$ cat config.mk
export PLATFORM = sky130hd
export DESIGN_NAME = xgmii_rx_mac
export DESIGN_NICKNAME = d
export VERILOG_FILES = /design/src/verilog/xgmii_rx_pkg.sv /design/src/verilog/rx_crc32.sv /design/src/verilog/rx_frame_check.sv /design/src/verilog/xgmii_rx_decode.sv /design/src/verilog/xgmii_rx_mac.sv
export SDC_FILE = /design/constraint.sdc
export NUM_CORES = 1
export LEC_CHECK = 0
export ABC_AREA = 1
export BUFFER_PORTS_ARGS = -buffer_cell sky130_fd_sc_hd__buf_4
export CORE_UTILIZATION = 36
export CTS_CLUSTER_DIAMETER = 50
export DETAILED_ROUTE_END_ITERATION = 6
export PLACE_DENSITY = 0.52
export SYNTH_ARGS = -nofsm -noshare
export SYNTH_HDL_FRONTEND = slang
export SYNTH_SLANG_ARGS = --single-unit
export TNS_END_PERCENT = 50
$ cat constraint.sdc
create_clock -name xgmii_rx_clk -period 4.6 [get_ports xgmii_rx_clk]
set_clock_uncertainty 0.15 [all_clocks]
set_input_delay 0.46 -clock xgmii_rx_clk [delete_from_list [all_inputs] [get_ports xgmii_rx_clk]]
set_output_delay 0.46 -clock xgmii_rx_clk [all_outputs]
set_load 0.05 [all_outputs]
$ cat src/verilog/xgmii_rx_pkg.sv
package xgmii_rx_pkg;

	//////////////////////////////
	// Bus and datapath widths

	// One XGMII word, lane 3 sits in the top byte and goes first on the wire
	typedef logic [31:0] xgmii_data_t;

	// Per-lane control flags, bit i belongs to lane i
	typedef logic [3:0] xgmii_ctl_t;

	// Single lane character
	typedef logic [7:0] xgmii_char_t;

	// Valid bytes in a word, 0 to 4
	typedef logic [2:0] byte_count_t;

	typedef logic [31:0] crc_t;

	//////////////////////////////
	// XGMII control characters

	localparam xgmii_char_t XGMII_CTL_START = 8'hfb;
	localparam xgmii_char_t XGMII_CTL_END   = 8'hfd;
	localparam xgmii_char_t XGMII_CTL_ERROR = 8'hfe;
	localparam xgmii_char_t XGMII_CTL_IDLE  = 8'h07;

	// Rest of the preamble plus SFD, the word right after the start word
	localparam xgmii_data_t PREAMBLE_SFD_WORD = 32'h555555d5;

	//////////////////////////////
	// Ethernet CRC-32

	// Reflected form of 04C11DB7, shifted out LSB first
	localparam crc_t CRC_POLY = 32'hedb88320;
	localparam crc_t CRC_INIT = 32'hffffffff;

	// Register stages between a CRC input word and its result
	// The frame check delays its expected FCS by the same amount
	localparam int CRC_PIPE_DEPTH = 2;

	//////////////////////////////
	// Receive framing FSM

	typedef enum logic [1:0] {
		IDLE,
		PREAMBLE,
		BODY
	} rx_state_t;

endpackage
$ cat src/verilog/rx_crc32.sv
`timescale 1ns/1ns

module rx_crc32 (
	input  logic                       xgmii_rx_clk,
	input  logic                       reset,
	input  logic                       crc_reset,
	input  logic                       crc_ce,
	input  xgmii_rx_pkg::byte_count_t  crc_len,
	input  xgmii_rx_pkg::crc_t         crc_din,
	output xgmii_rx_pkg::crc_t         crc_out
);
	import xgmii_rx_pkg::*;

	// Stage 1 holds the data-only contribution of a word
	crc_t        part_q;
	byte_count_t len_q;
	logic        ce_q;

	// Stage 2 holds the running remainder
	crc_t        crc_state;

	// Reflected CRC over len bytes, byte 0 in the low bits goes first
	function automatic crc_t crc_bytes(crc_t seed, crc_t data, byte_count_t len);
		crc_t c;
		c = seed;
		for (int i = 0; i < 4; i++) begin
			if (i < int'(len)) begin
				c = c ^ {24'h0, data[8*i +: 8]};
				// One bit per unrolled step
				for (int b = 0; b < 8; b++) begin
					c = c[0] ? ((c >> 1) ^ CRC_POLY) : (c >> 1);
				end
			end
		end
		return c;
	endfunction

	//////////////////////////////
	// Stage 1

	// CRC is linear so the data term can be formed without the running state
	always_ff @(posedge xgmii_rx_clk) begin
		if (reset) begin
			ce_q <= 1'b0;
		end else begin
			ce_q <= crc_ce && !crc_reset;
		end
	end

	always_ff @(posedge xgmii_rx_clk) begin
		if (crc_ce) begin
			part_q <= crc_bytes(crc_t'(0), crc_din, crc_len);
			len_q <= crc_len;
		end
	end

	//////////////////////////////
	// Stage 2

	// Advance the old remainder by len zero bytes and fold in the data term
	always_ff @(posedge xgmii_rx_clk) begin
		if (reset || crc_reset) begin
			crc_state <= CRC_INIT;
		end else if (ce_q) begin
			crc_state <= crc_bytes(crc_state, crc_t'(0), len_q) ^ part_q;
		end
	end

	// Final complement, bit order already matches the FCS
	assign crc_out = ~crc_state;

	// Each word carries at least one byte
	a_len_range: assert property (@(posedge xgmii_rx_clk) disable iff (reset)
		crc_ce |-> ((crc_len >= 3'd1) && (crc_len <= 3'd4)));

endmodule

$ cat src/verilog/rx_frame_check.sv
`timescale 1ns/1ns

module rx_frame_check (
	input  logic                xgmii_rx_clk,
	input  logic                reset,
	input  logic                step,
	input  xgmii_rx_pkg::crc_t  fcs_expected,
	input  logic                frame_end,
	input  logic                frame_abort,
	input  xgmii_rx_pkg::crc_t  crc_out,
	output logic                rx_last,
	output logic                rx_error
);
	import xgmii_rx_pkg::*;

	// One bit per CRC stage, set when a frame end is in flight
	logic [CRC_PIPE_DEPTH-1:0] pending;

	// Expected FCS travelling alongside the pending bit
	crc_t fcs_pipe [CRC_PIPE_DEPTH];

	//////////////////////////////
	// Pending flags and status beat

	always_ff @(posedge xgmii_rx_clk) begin
		if (reset) begin
			pending <= '0;
			rx_last <= 1'b0;
			rx_error <= 1'b0;
		end else begin
			rx_last <= 1'b0;
			rx_error <= 1'b0;

			// Pipe only moves on accepted words
			if (step) begin
				pending <= {pending[CRC_PIPE_DEPTH-2:0], frame_end};
				// CRC of the closing word has settled by now
				if (pending[CRC_PIPE_DEPTH-1]) begin
					rx_last <= 1'b1;
					rx_error <= (fcs_pipe[CRC_PIPE_DEPTH-1] != crc_out);
				end
			end

			// Abort wins over any check in flight
			if (frame_abort) begin
				rx_last <= 1'b1;
				rx_error <= 1'b1;
				pending <= '0;
			end
		end
	end

	// FCS delay line, only the entry next to a pending bit matters
	always_ff @(posedge xgmii_rx_clk) begin
		if (step) begin
			fcs_pipe[0] <= fcs_expected;
			for (int i = 1; i < CRC_PIPE_DEPTH; i++) begin
				fcs_pipe[i] <= fcs_pipe[i-1];
			end
		end
	end

	// Status beat never lands on the beat that closes the payload
	a_last_alone: assert property (@(posedge xgmii_rx_clk) disable iff (reset)
		rx_last |-> !frame_end);

endmodule

$ cat src/verilog/xgmii_rx_decode.sv
`timescale 1ns/1ns

module xgmii_rx_decode (
	input  logic                       xgmii_rx_clk,
	input  logic                       reset,
	input  logic                       xgmii_rx_valid,
	input  xgmii_rx_pkg::xgmii_ctl_t   xgmii_rx_ctl,
	input  xgmii_rx_pkg::xgmii_data_t  xgmii_rx_data,
	output logic                       rx_valid,
	output xgmii_rx_pkg::xgmii_data_t  rx_data,
	output xgmii_rx_pkg::byte_count_t  rx_keep,
	output logic                       crc_reset,
	output logic                       crc_ce,
	output xgmii_rx_pkg::byte_count_t  crc_len,
	output xgmii_rx_pkg::crc_t         crc_din,
	output xgmii_rx_pkg::crc_t         fcs_expected,
	output logic                       frame_end,
	output logic                       frame_abort,
	output logic                       step
);
	import xgmii_rx_pkg::*;

	// Lane hit masks for the word on the bus
	xgmii_ctl_t  end_lane;
	xgmii_ctl_t  err_lane;
	xgmii_ctl_t  start_low;

	rx_state_t   state;

	// Last accepted word, held until we know whether it is payload or FCS
	xgmii_data_t prev_data;
	logic        prev_preamble;

	// Split of the closing words into payload and FCS
	byte_count_t tail_keep;
	crc_t        tail_fcs;

	// First wire byte ends up in the low byte
	function automatic xgmii_data_t swap_bytes(xgmii_data_t d);
		return {d[7:0], d[15:8], d[23:16], d[31:24]};
	endfunction

	//////////////////////////////
	// Control character decode

	always_comb begin
		for (int i = 0; i < 4; i++) begin
			end_lane[i] = xgmii_rx_ctl[i] && (xgmii_rx_data[8*i +: 8] == XGMII_CTL_END);
			err_lane[i] = xgmii_rx_ctl[i] && (xgmii_rx_data[8*i +: 8] == XGMII_CTL_ERROR);
			start_low[i] = xgmii_rx_ctl[i] && (xgmii_rx_data[8*i +: 8] == XGMII_CTL_START);
		end
		// Lane 3 is the only legal place for a start
		start_low[3] = 1'b0;
	end

	//////////////////////////////
	// Tail split

	// Earliest end lane wins
	// Bytes of prev_data ahead of the end position minus four FCS bytes are payload
	always_comb begin
		if (end_lane[3]) begin
			// Whole previous word is FCS
			tail_keep = 3'd0;
			tail_fcs = {prev_data[7:0], prev_data[15:8], prev_data[23:16], prev_data[31:24]};
		end else if (end_lane[2]) begin
			tail_keep = 3'd1;
			tail_fcs = {xgmii_rx_data[31:24], prev_data[7:0], prev_data[15:8],
				prev_data[23:16]};
		end else if (end_lane[1]) begin
			tail_keep = 3'd2;
			tail_fcs = {xgmii_rx_data[23:16], xgmii_rx_data[31:24], prev_data[7:0],
				prev_data[15:8]};
		end else begin
			// End in lane 0, three FCS bytes in the current word
			tail_keep = 3'd3;
			tail_fcs = {xgmii_rx_data[15:8], xgmii_rx_data[23:16], xgmii_rx_data[31:24],
				prev_data[7:0]};
		end
	end

	//////////////////////////////
	// Framing FSM

	always_ff @(posedge xgmii_rx_clk) begin
		if (reset) begin
			state <= IDLE;
			prev_preamble <= 1'b0;
			rx_valid <= 1'b0;
			frame_end <= 1'b0;
			frame_abort <= 1'b0;
			crc_reset <= 1'b0;
			step <= 1'b0;
		end else begin
			// Check pipeline advances once per accepted word
			step <= xgmii_rx_valid;

			// Single cycle pulses by default
			rx_valid <= 1'b0;
			frame_end <= 1'b0;
			frame_abort <= 1'b0;
			crc_reset <= 1'b0;

			// Stall cycles change nothing
			if (xgmii_rx_valid) begin
				prev_preamble <= (state == PREAMBLE);

				case (state)
					IDLE: begin
						if (xgmii_rx_ctl[3] && (xgmii_rx_data[31:24] == XGMII_CTL_START)) begin
							state <= PREAMBLE;
						end
					end

					PREAMBLE: begin
						crc_reset <= 1'b1;
						// Exactly one preamble word, anything else drops the frame silently
						if ((xgmii_rx_ctl != '0) || (xgmii_rx_data != PREAMBLE_SFD_WORD)) begin
							state <= IDLE;
						end else begin
							state <= BODY;
						end
					end

					BODY: begin
						if (end_lane != '0) begin
							frame_end <= 1'b1;
							rx_valid <= (tail_keep != 3'd0);
							state <= IDLE;
						end else begin
							// Word after the SFD has only the preamble behind it
							rx_valid <= !prev_preamble;
						end
					end

					default: begin
						state <= IDLE;
					end
				endcase

				// In-band error overrides everything else in the frame
				if ((err_lane != '0) && (state != IDLE)) begin
					state <= IDLE;
					frame_abort <= 1'b1;
					frame_end <= 1'b0;
					rx_valid <= 1'b0;
				end
			end
		end
	end

	// Payload path, qualified by rx_valid and frame_end
	always_ff @(posedge xgmii_rx_clk) begin
		if (xgmii_rx_valid) begin
			prev_data <= xgmii_rx_data;
			rx_data <= swap_bytes(prev_data);
			rx_keep <= ((state == BODY) && (end_lane != '0)) ? tail_keep : 3'd4;
			fcs_expected <= tail_fcs;
		end
	end

	// CRC sees exactly the bytes that leave on the stream
	assign crc_ce = rx_valid;
	assign crc_len = rx_keep;
	assign crc_din = rx_data;

	//////////////////////////////
	// Checks

	// Start character only ever in lane 3
	a_start_lane3: assert property (@(posedge xgmii_rx_clk) disable iff (reset)
		xgmii_rx_valid |-> (start_low == '0));

	// A word never carries both an end and an error
	a_end_err_excl: assert property (@(posedge xgmii_rx_clk) disable iff (reset)
		xgmii_rx_valid |-> !((end_lane != '0) && (err_lane != '0)));

endmodule

$ cat src/verilog/xgmii_rx_mac.sv
`timescale 1ns/1ns

module xgmii_rx_mac (
	input  logic                       xgmii_rx_clk,
	input  logic                       reset,
	input  logic                       xgmii_rx_valid,
	input  xgmii_rx_pkg::xgmii_ctl_t   xgmii_rx_ctl,
	input  xgmii_rx_pkg::xgmii_data_t  xgmii_rx_data,
	output logic                       rx_valid,
	output xgmii_rx_pkg::xgmii_data_t  rx_data,
	output xgmii_rx_pkg::byte_count_t  rx_keep,
	output logic                       rx_last,
	output logic                       rx_error
);
	import xgmii_rx_pkg::*;

	// Decode to CRC
	logic        crc_reset;
	logic        crc_ce;
	byte_count_t crc_len;
	crc_t        crc_din;

	// Decode to frame check
	crc_t        fcs_expected;
	logic        frame_end;
	logic        frame_abort;
	logic        step;

	crc_t        crc_out;

	//////////////////////////////
	// Decode stage

	xgmii_rx_decode decode_inst (
		.xgmii_rx_clk   (xgmii_rx_clk),
		.reset          (reset),
		.xgmii_rx_valid (xgmii_rx_valid),
		.xgmii_rx_ctl   (xgmii_rx_ctl),
		.xgmii_rx_data  (xgmii_rx_data),
		.rx_valid       (rx_valid),
		.rx_data        (rx_data),
		.rx_keep        (rx_keep),
		.crc_reset      (crc_reset),
		.crc_ce         (crc_ce),
		.crc_len        (crc_len),
		.crc_din        (crc_din),
		.fcs_expected   (fcs_expected),
		.frame_end      (frame_end),
		.frame_abort    (frame_abort),
		.step           (step)
	);

	//////////////////////////////
	// Execute stage

	rx_crc32 crc_inst (
		.xgmii_rx_clk (xgmii_rx_clk),
		.reset        (reset),
		.crc_reset    (crc_reset),
		.crc_ce       (crc_ce),
		.crc_len      (crc_len),
		.crc_din      (crc_din),
		.crc_out      (crc_out)
	);

	//////////////////////////////
	// Result stage

	rx_frame_check check_inst (
		.xgmii_rx_clk (xgmii_rx_clk),
		.reset        (reset),
		.step         (step),
		.fcs_expected (fcs_expected),
		.frame_end    (frame_end),
		.frame_abort  (frame_abort),
		.crc_out      (crc_out),
		.rx_last      (rx_last),
		.rx_error     (rx_error)
	);

endmodule

==> flow_summary.toml, run 1 <==
[hold_path]
min_path_type = "in2reg"

[setup_path]
cp_common_cell = "nand2_1"
r2r_cells = 29
r2r_start = "crc_inst.crc_state[5]"
crit_slowest_cell = "dfxtp_1"
start_kind = "register"
critPathRequiredTime_ns = 4.88
critPathArrivalTime_ns = 4.63
cp-end-kind = "register"
worstSetupEndpoint = "crc_inst.crc_state[31]"
reg2reg_slack_ns = 0.26
critPathKind = "reg2reg"
worstReg2RegEnd = "crc_inst.crc_state[31]"
crit_start = "crc_inst.crc_state[5]"
cp_slowest_stage_delay_ns = 0.46
path_max_fanout = 11

[grt]
grt_usage_pct = 28.3
antenna_found_initial = 1
grt_pass1_vias = 20484
grt_pass1_wl_mm = 128
grt_start_max_net_pins = 66
overflow = 0

[synthesis]
ys_seq_area_share_pct = 32.5
synth_nets = 3244
synthesis.area_sq_um = 21100
yosys_register_bits = 243
synthCells = 3205
syn_avg_cell_area_sq_um = 6.57
yosysUniqueCellTypes = 61
yosysWarnings = 0

[clock_network]
clockBufferDepth = 3
tritoncts = "built"
clkLatencyLatePin_ns = 0.57
htree_levels = 1
root_buffer = "clkbuf_16"
cts.sinks = 243
cts.clk_slew.worst_paths_ns = 0.06
cts_buffers = 31

[finish]
final_common_cell = "nand2_1"
synthToLayoutAreaGrowth_pct = 15.8
n_antenna_cell = 0
fin_nets = 3394
final_cell_mix = "nand2_1, nand3_1, inv_1, edfxtp_1, buf_4"
fin_cells = 4145
drive_above_1_share_pct = 13.5

[floorplan]
die_y_microns = 244
num_rows = 88
core_area_sq_um = 57700
die_x_microns = 244
pin_count = 77
dieArea_sq_um = 59400
initial_core_util_pct = 36.5

[detailed_routing]
wire_per_inst_microns = 20.6
ant_nets = 0
dr_total_vias = 21978
dr.first_iter.drc_count = 2021
vias_per_cell = 5.30
wl_mm = 85.4
route.detailed.drc = 0
drt_first_pass_iters = 6

[sta]
fin_crit_sh_pct = 94.4
hold_violations = 0
period_needed_ns = 4.34
fmax_mhz = 230
setup_viol = 0
drv_slew = 0
slew_headroom_pct = 22.9
tightest_slew_ns = 1.16
hold_ws_ns = 0.193

[power_and_ir_drop]
powerDensity_nw_per_um2 = 452
power_mw = 11.0
ir_drop_uv = 323
p_leak_nw = 11.8

[flow_run]
maxCapViolCount = 0

[outcome]
status = "finished, final reports clean"

[place]
hpwlAfterDp_mm = 68.9
gp_congestion = 0.984
place_inst = 4038
io_buffers = 76
==> critical path: cells and delay by family, from the launching register on <==
| family | cells | cell delay (ns) |
|---|---|---|
| DFF | 1 | 0.46 |
| AOI/OAI and AO/OA | 2 | 0.46 |
| xor gates and xnor gates | 1 | 0.27 |
| and+or+nand+nor | 22 | 2.13 |
| buffers and inverters | 4 | 0.74 |
==> kinds of logic after synthesis <==
| logic type | count (synthesis) | share of synthesized area, % |
|---|---|---|
| DFF | 243 | 32.5 |
| buffers and inverters | 339 | 6.94 |
| xor gates and xnor gates | 164 | 7.22 |
| AOI/OAI and AO/OA | 275 | 7.55 |
| and+or+nand+nor | 2183 | 45.7 |
| muxes | 1 | 0.0476 |
==> stage by stage <==
step	worst slack [ns]	TNS, ns	area, sq um	utilization, %
finish	0.257	0	24400	42.2
global route	-0.00328	-0.00328	24400	42.2
CTS	0.0456	0	24200	41.9
detailed placement	0.0677	0	22700	39.4
global placement	0.109	0	22700	39.4
floorplan	1.01	0	21100	-
==> worst min path at each step <==
stage	startpoint	end	slack, ns	cells after the start
after global placement	check_inst.fcs_pipe[0][25]	check_inst.fcs_pipe[0][57]	0.25	0
final	xgmii_rx_ctl[1]	decode_inst.state[1]	0.19	4
after floorplan	decode_inst.fcs_expected[0]	check_inst.fcs_pipe[0][0]	0.25	0
after global routing	xgmii_rx_ctl[3]	decode_inst.state[1]	0.18	4
after detailed placement	decode_inst.fcs_expected[10]	check_inst.fcs_pipe[0][10]	0.25	0
after CTS	xgmii_rx_ctl[1]	decode_inst.state[1]	0.16	4
==> routing by layer <==
metal	GRT usage [%]	vias up	wire, microns	part of all wire, %
li1	-	10775	-	-
met1	37.1	10319	37400	44
met2	47.8	740	40100	47
met3	2.84	142	4440	5.2
met4	10.4	2	3410	4.0
met5	0	-	8	0.0094
==> cell usage after synthesis, drive strengths merged <==
library cell | n | area (sq um)
a2111oi | 1 | 8.76
a211oi | 3 | 22.5
a21boi | 4 | 30.0
a21o | 3 | 22.5
a21oi | 62 | 333
a221o | 1 | 10.0
a221oi | 2 | 17.5
a22o | 1 | 8.76
a22oi | 20 | 150
a311oi | 1 | 8.76
a31oi | 4 | 25.0
and3 | 1 | 6.26
buf | 53 | 370
clkbuf | 39 | 146
clkinv | 3 | 16.3
dfxtp | 45 | 901
edfxtp | 198 | 5950
inv | 244 | 928
mux2i | 1 | 10.0
nand2 | 1532 | 6180
nand3 | 487 | 2560
nand3b | 18 | 135
nand4 | 21 | 131
nor2 | 89 | 397
nor3 | 10 | 50.1
nor4 | 8 | 50.1
nor4b | 1 | 8.76
o2111ai | 2 | 17.5
o211ai | 7 | 52.6
o21a | 1 | 7.51
o21ai | 143 | 723
o21bai | 1 | 7.51
o221ai | 9 | 78.8
o22ai | 9 | 56.3
o311ai | 1 | 8.76
or2 | 16 | 100
xnor2 | 44 | 400
xor2 | 120 | 1120
==> area by class of cell <==
cell class	count	area (sq um)
fillers	6035	33300
well taps	765	957
clock buffers	44	906
repair buffers	208	1670
flip-flops and latches	243	6850
clock inverters	14	221
inverters	247	948
multi-input cells	2624	12800
==> state kept, by name, summed over array words and instances, names as in the netlist <==
signal,count
check_inst.fcs_pipe,64
check_inst.pending,2
check_inst.rx_error,1
check_inst.rx_last,1
crc_inst.ce_q,1
crc_inst.crc_state,32
crc_inst.len_q,3
crc_inst.part_q,32
decode_inst.crc_ce,1
decode_inst.crc_din,32
decode_inst.crc_len,3
decode_inst.crc_reset,1
decode_inst.fcs_expected,32
decode_inst.frame_abort,1
decode_inst.frame_end,1
decode_inst.prev_data,32
decode_inst.prev_preamble,1
decode_inst.state,2
decode_inst.step,1
==> where the power goes <==
part           leakage, nW  switching, mW  internal (mW)
clock                0.552          0.950           1.62
sequential            2.25          0.121           2.64
combinational         8.99           3.89           1.79
==> repair_timing <==
action                                  CTS  global route
hold endpoints to repair                 36             0
hold buffers                             33             0
resized for setup                         0            15
endpoints found under the setup margin    0            25
setup buffers                             0            15
No activity file was read; power rests on OpenSTA's default activity.
==> inputs of run 2 (changes only) <==
- clock period: 4.6 -> 4.2 ns (I/O delays scaled with it)
==> flow_summary.toml, run 2 (synthesized netlist as in run 1, its figures left out) <==
[outcome]
status = "finished, final reports clean"

[place]
dpl_cell_area_sq_um = 24200
gp_congestion = 1.01
place_inst = 4228
hpwlAfterDp_mm = 71.8
io_buffers = 76

[detailed_routing]
wl_mm = 88.4
drt_first_pass_iters = 6
wire_per_inst_microns = 20.3
ant_nets = 0
dr_total_vias = 22713
route.detailed.drc = 0
dr.first_iter.drc_count = 1717
vias_per_cell = 5.21

[power_and_ir_drop]
powerDensity_nw_per_um2 = 485
power_frac_clock_pct = 20.5
p_sw_share_pct = 44.5
seq_power_share_pct = 23.7
p_int_mw = 7.08
ir_drop_uv = 317
p_leak_nw = 12.9
combPwrFrac_pct = 55.7
switchingPower_mw = 5.68

[floorplan]
dieArea_sq_um = 59400
die_y_microns = 244
num_rows = 88
initial_core_util_pct = 36.5
core_area_sq_um = 57700
pin_count = 77
die_x_microns = 244

[setup_path]
path_max_fanout = 8
r2r_cells = 19
critPathKind = "reg2reg"
worstReg2RegEnd = "crc_inst.part_q[2]"
reg2reg_slack_ns = 0.19
crit_start = "decode_inst.crc_din[1]"
critPathArrivalTime_ns = 4.18
r2r_start = "decode_inst.crc_din[1]"
cp-end-kind = "register"
worstSetupEndpoint = "crc_inst.part_q[2]"
critPathRequiredTime_ns = 4.37
start_kind = "register"

[grt]
grt_pass1_vias = 21599
antenna_found_initial = 2
overflow = 0
grt_start_max_net_pins = 58
grt_usage_pct = 29.2
grt_pass1_wl_mm = 133

[clock_network]
root_buffer = "clkbuf_16"
htree_levels = 1
tritoncts = "built"
cts.clk_slew.worst_paths_ns = 0.06
clkLatencyLatePin_ns = 0.57
cts.sinks = 243
clockBufferDepth = 3
cts_buffers = 31

[finish]
largest_reg_flops = 64
largest-register = "check_inst.fcs_pipe"
nFillCells = 6099
final_common_cell = "nand2_1"
fin_cells = 4363
drive_above_1_share_pct = 20.3
fin_area_sq_um = 26300
synthToLayoutAreaGrowth_pct = 25.0
final_cell_mix = "nand2_1, nand3_1, buf_4, inv_1, edfxtp_1"
fin_nets = 3611

[sta]
setup_viol = 0
tightest_slew_ns = 1.14
setup_tns_ns = 0
hold_ws_ns = 0.137
hold_violations = 0
rsz0062_at_grt = "yes"
period_needed_ns = 4.01
drv_slew = 0
slew_headroom_pct = 23.8
fmax_mhz = 249
fin_crit_sh_pct = 95.6

[hold_path]
min_path_type = "in2reg"

[flow_run]
maxCapViolCount = 0
-- run 2: power by group through the flow --
| stage | combinational (mW) | clock [mW] | sequential [mW] |
|---|---|---|---|
| global placement | 6.68 | 0 | 3.08 |
| CTS | 6.77 | 2.69 | 3.03 |
| detailed placement | 6.72 | 0 | 3.08 |
| global route | 7.85 | 2.78 | 3.04 |
| floorplan | 4.18 | 0 | 3.08 |
| finish | 7.11 | 2.62 | 3.03 |
-- run 2: repair_timing --
action                     4_1_cts  5_1_grt
resized for setup                2      112
hold endpoints to repair        37        0
setup endpoints to repair       14       58
setup buffers                    7       34
pin swaps                        1       22
hold buffers                    33        0
cloned                           0        2
-- run 2: critical path: stages, from the launching register on --
cell and delay (ns):
edfxtp_1 0.53, buf_4 0.20, nand2_1 0.05, nand2_1 0.07
nand2_1 0.14, nand3_2 0.12, nand2_1 0.12, nand2_4 0.12
nand2_1 0.15, nand2_4 0.08, buf_4 0.16, xor2_1 0.15
buf_4 0.14, xor2_1 0.16, o21ai_0 0.42, xor2_1 0.12
o21ai_0 0.39, xnor2_1 0.18, xor2_1 0.21, o21ai_1 0.07
-- run 2: stage by stage --
stage	setup WS, ns	power, mW	utilization, %
finish	0.186	12.8	45.6
global route	-0.0415	13.7	45.6
CTS	0.0108	12.5	44.4
detailed placement	-0.119	9.80	41.9
global placement	-0.0708	9.76	41.9
floorplan	0.613	7.26	-
-- run 2: per-layer routing --
metal,up-vias,wire (microns),track usage (%)
met5,-,13,0
met4,2,3310,10.4
met3,144,4590,2.81
met2,729,41900,49.7
met1,10614,38600,38.4
li1,11224,-,-
-- run 2: final cells by class --
class                           instances  area [sq um]  area share [%]
Antenna cell                            1          2.50         0.00951
Timing Repair Buffer                  424          3320            12.6
Clock inverter                         19           219           0.832
Multi-Input combinational cell       2624         13200            50.2
Tap cell                              765           957            3.64
Sequential cell                       243          6850            26.0
Timing Repair inverter                  1          5.00          0.0190
Inverter                              247           952            3.62
Clock buffer                           39           806            3.06
-- run 2: how the worst min path moves through the flow --
stage | start | endpoint | slack (ns) | cells after the start
finish | xgmii_rx_ctl[3] | decode_inst.state[1] | 0.14 | 4
CTS | xgmii_rx_ctl[3] | decode_inst.state[1] | 0.12 | 4
global placement | decode_inst.fcs_expected[23] | check_inst.fcs_pipe[0][23] | 0.25 | 0
floorplan | decode_inst.fcs_expected[0] | check_inst.fcs_pipe[0][0] | 0.25 | 0
global route | xgmii_rx_ctl[3] | decode_inst.state[1] | 0.16 | 4
detailed placement | decode_inst.fcs_expected[17] | check_inst.fcs_pipe[0][17] | 0.25 | 0
==> inputs of run 3 (changes only) <==
- ABC_AREA: 1 -> default
- TNS_END_PERCENT: 50 -> 100
==> flow_summary.toml, run 3 <==
[outcome]
status = "finished with violations"
violations = "setup timing"

[hold_path]
min_to = "decode_inst.state[1]"
hold_depth = 6
min_path_type = "in2reg"
min_from = "xgmii_rx_ctl[0]"

[finish]
drive_above_1_share_pct = 42.6
n_antenna_cell = 0
largest_reg_flops = 64
largest-register = "check_inst.fcs_pipe"
final_common_cell = "buf_4"
fin_nets = 2373
nFillCells = 4321
fin_area_sq_um = 27200
final_core_util_pct = 54.1
final_cell_mix = "buf_4, xnor2_1, edfxtp_1, nand2_1, nor2_1"
synthToLayoutAreaGrowth_pct = 47.6

[floorplan]
die_x_microns = 228
core_area_sq_um = 50400
die_y_microns = 228
initial_core_util_pct = 36.6
dieArea_sq_um = 52200
num_rows = 82
pin_count = 77

[place]
dp_worst_setup_slack_ns = -0.413
dpl_cell_area_sq_um = 22900
io_buffers = 76
hpwlAfterDp_mm = 49.6
gp_congestion = 0.916

[synthesis]
yosysMostFrequentCell = "xnor2_1"
synth_nets = 1793
synthCells = 1754
yosys.area.top_type = "edfxtp_1"
syn_avg_cell_area_sq_um = 10.5
ys_async_sr_fraction_pct = 0
synthFlopType = "edfxtp_1"
yosys_register_bits = 243
synth_top_area_share_pct = 32.2
yosysWarnings = 0
synthTopCellsByArea = "edfxtp_1, xnor2_1, xor2_1"
yosysUniqueCellTypes = 81
synth_common_cells = "xnor2_1, edfxtp_1, nand2_1"
ys_seq_area_share_pct = 37.1
synth_edf_count = 198
synthesis.area_sq_um = 18500

[grt]
grt_pass1_vias = 14921
antenna_found_initial = 0
overflow = 0
grt_usage_pct = 23.8
grt_pass1_wl_mm = 93.8
grt_start_max_net_pins = 63

[setup_path]
worstReg2RegEnd = "crc_inst.part_q[5]"
critPathArrivalTime_ns = 4.54
reg2reg_slack_ns = -0.18
critPathKind = "reg2reg"
critPathRequiredTime_ns = 4.36
path_max_fanout = 8
start_kind = "register"
crit_slowest_cell = "xnor3_1"
path_cells = "buf_12, buf_12, xnor2_4, xnor3_1, nor2_2, xnor2_2, xnor2_2, mux2i_2, buf_4, a21oi_2, or3_1, a31o_4, xor2_4, xnor2_4, buf_6, xor2_2, xnor2_1, mux2_2"
r2r_cells = 18
r2r_start = "decode_inst.crc_din[2]"
cp_slowest_stage_delay_ns = 0.43
cp-end-kind = "register"

[clock_network]
root_buffer = "clkbuf_16"
cts_buffers = 29
clockBufferDepth = 3
tritoncts = "built"
clkLatencyLatePin_ns = 0.57
cts.clk_slew.worst_paths_ns = 0.06
cts.sinks = 243
htree_levels = 1

[detailed_routing]
wl_mm = 64.0
wire_per_inst_microns = 21.1
dr_total_vias = 14943
route.detailed.drc = 0
ant_nets = 0
dr.first_iter.drc_count = 999
vias_per_cell = 4.93
drt_first_pass_iters = 7

[sta]
slew_headroom_pct = 34.0
fmax_mhz = 228
rsz0062_at_grt = "yes"
period_needed_ns = 4.38
drv_slew = 0
tightest_slew_ns = 0.990
setup_ws_ns = -0.177
setup_viol = 28
fin_crit_sh_pct = 104
hold_violations = 0

[flow_run]
maxCapViolCount = 0

[power_and_ir_drop]
ir_drop_uv = 1430
powerDensity_nw_per_um2 = 1040
power_mw = 28.4
p_leak_nw = 11.0
## run 3: cell count changes in the layout (fill, tap and decap cells not counted), moves of 33 or more
cell | previous run | this run
xnor2_1 | 38 | 245
xnor2_2 | 5 | 81
buf_4 | 387 | 526
nand2_2 | 122 | 4
nand2_1 | 1361 | 168
nor2_1 | 80 | 134
xnor2_4 | 1 | 38
a21oi_1 | 60 | 118
nand2_4 | 48 | 0
inv_1 | 210 | 7
buf_6 | 0 | 69
mux2i_1 | 1 | 34
nand3_1 | 451 | 10
o21ai_0 | 112 | 60
## run 3: report_power, final
part           switching (mW)  internal [mW]
Sequential              0.103           3.75
Clock                    1.07           1.51
Combinational            9.80           12.2
Total                    11.0           17.4
## run 3: metal layers
| layer | GRT usage [%] | routed length [microns] | share of wire [%] |
|---|---|---|---|
| met5 | 0 | 0 | 0 |
| met4 | 7.11 | 2260 | 3.5 |
| met3 | 1.63 | 2090 | 3.3 |
| met2 | 42.9 | 32500 | 51 |
| met1 | 30.3 | 27100 | 42 |
## run 3: how the worst max path moves through the flow
stage,slack [ns],startpoint,endpoint
finish,-0.18,decode_inst.crc_din[2],crc_inst.part_q[5]
global route,-0.32,decode_inst.crc_din[2],crc_inst.part_q[27]
CTS,-0.17,decode_inst.crc_din[2],crc_inst.part_q[20]
detailed placement,-0.41,decode_inst.crc_din[0],crc_inst.part_q[22]
global placement,-0.45,decode_inst.crc_din[0],crc_inst.part_q[22]
floorplan,-0.45,decode_inst.crc_din[6],crc_inst.part_q[5]
## run 3: cell families (layout without fill, tap and decap cells)
family                    count (synthesis)  in the layout  share of synthesized area, %
AOI/OAI and AO/OA                       329            329                          10.2
xor gates and xnor gates                599            599                          35.6
buffers and inverters                   110            713                          3.30
DFF                                     243            243                          37.1
muxes                                    65             65                          4.30
and+or+nand+nor                         408            408                          9.50
## run 3: per-stage QoR
| step | hold WS (ns) | TNS (ns) | cells |
|---|---|---|---|
| floorplan | 0.250 | -6.46 | 1754 |
| global route | 0.183 | -8.38 | 3029 |
| finish | 0.179 | -2.22 | 3029 |
| global placement | 0.254 | -10.67 | 2830 |
| detailed placement | 0.255 | -10.85 | 2830 |
| CTS | 0.136 | -1.90 | 2988 |
## run 3: critical path, delay by kind of cell, from the launching register on
family	cells	cell delay, ns
AO/OA/AOI/OAI	2	0.30
XOR/XNOR	8	1.60
buffers and inverters	4	0.62
flip-flops	1	0.41
multiplexers	2	0.54
AND/OR/NAND/NOR	2	0.50
## run 3: layout make-up
type	count	area [sq um]	area share, %
clock buffers	35	758	2.78
clock inverters	19	254	0.932
inverters	8	30.0	0.110
multi-input cells	1401	13000	47.7
flip-flops and latches	243	6870	25.2
well taps	672	841	3.09
repair buffers	651	5510	20.2
## run 3: timing repair
item | in CTS | in global routing
hold endpoints to repair | 39 | 0
pin swaps | 96 | 167
setup buffers | 72 | 54
resized for setup | 154 | 220
cloned | 0 | 1
setup endpoints to repair | 59 | 63
hold buffers | 33 | 0
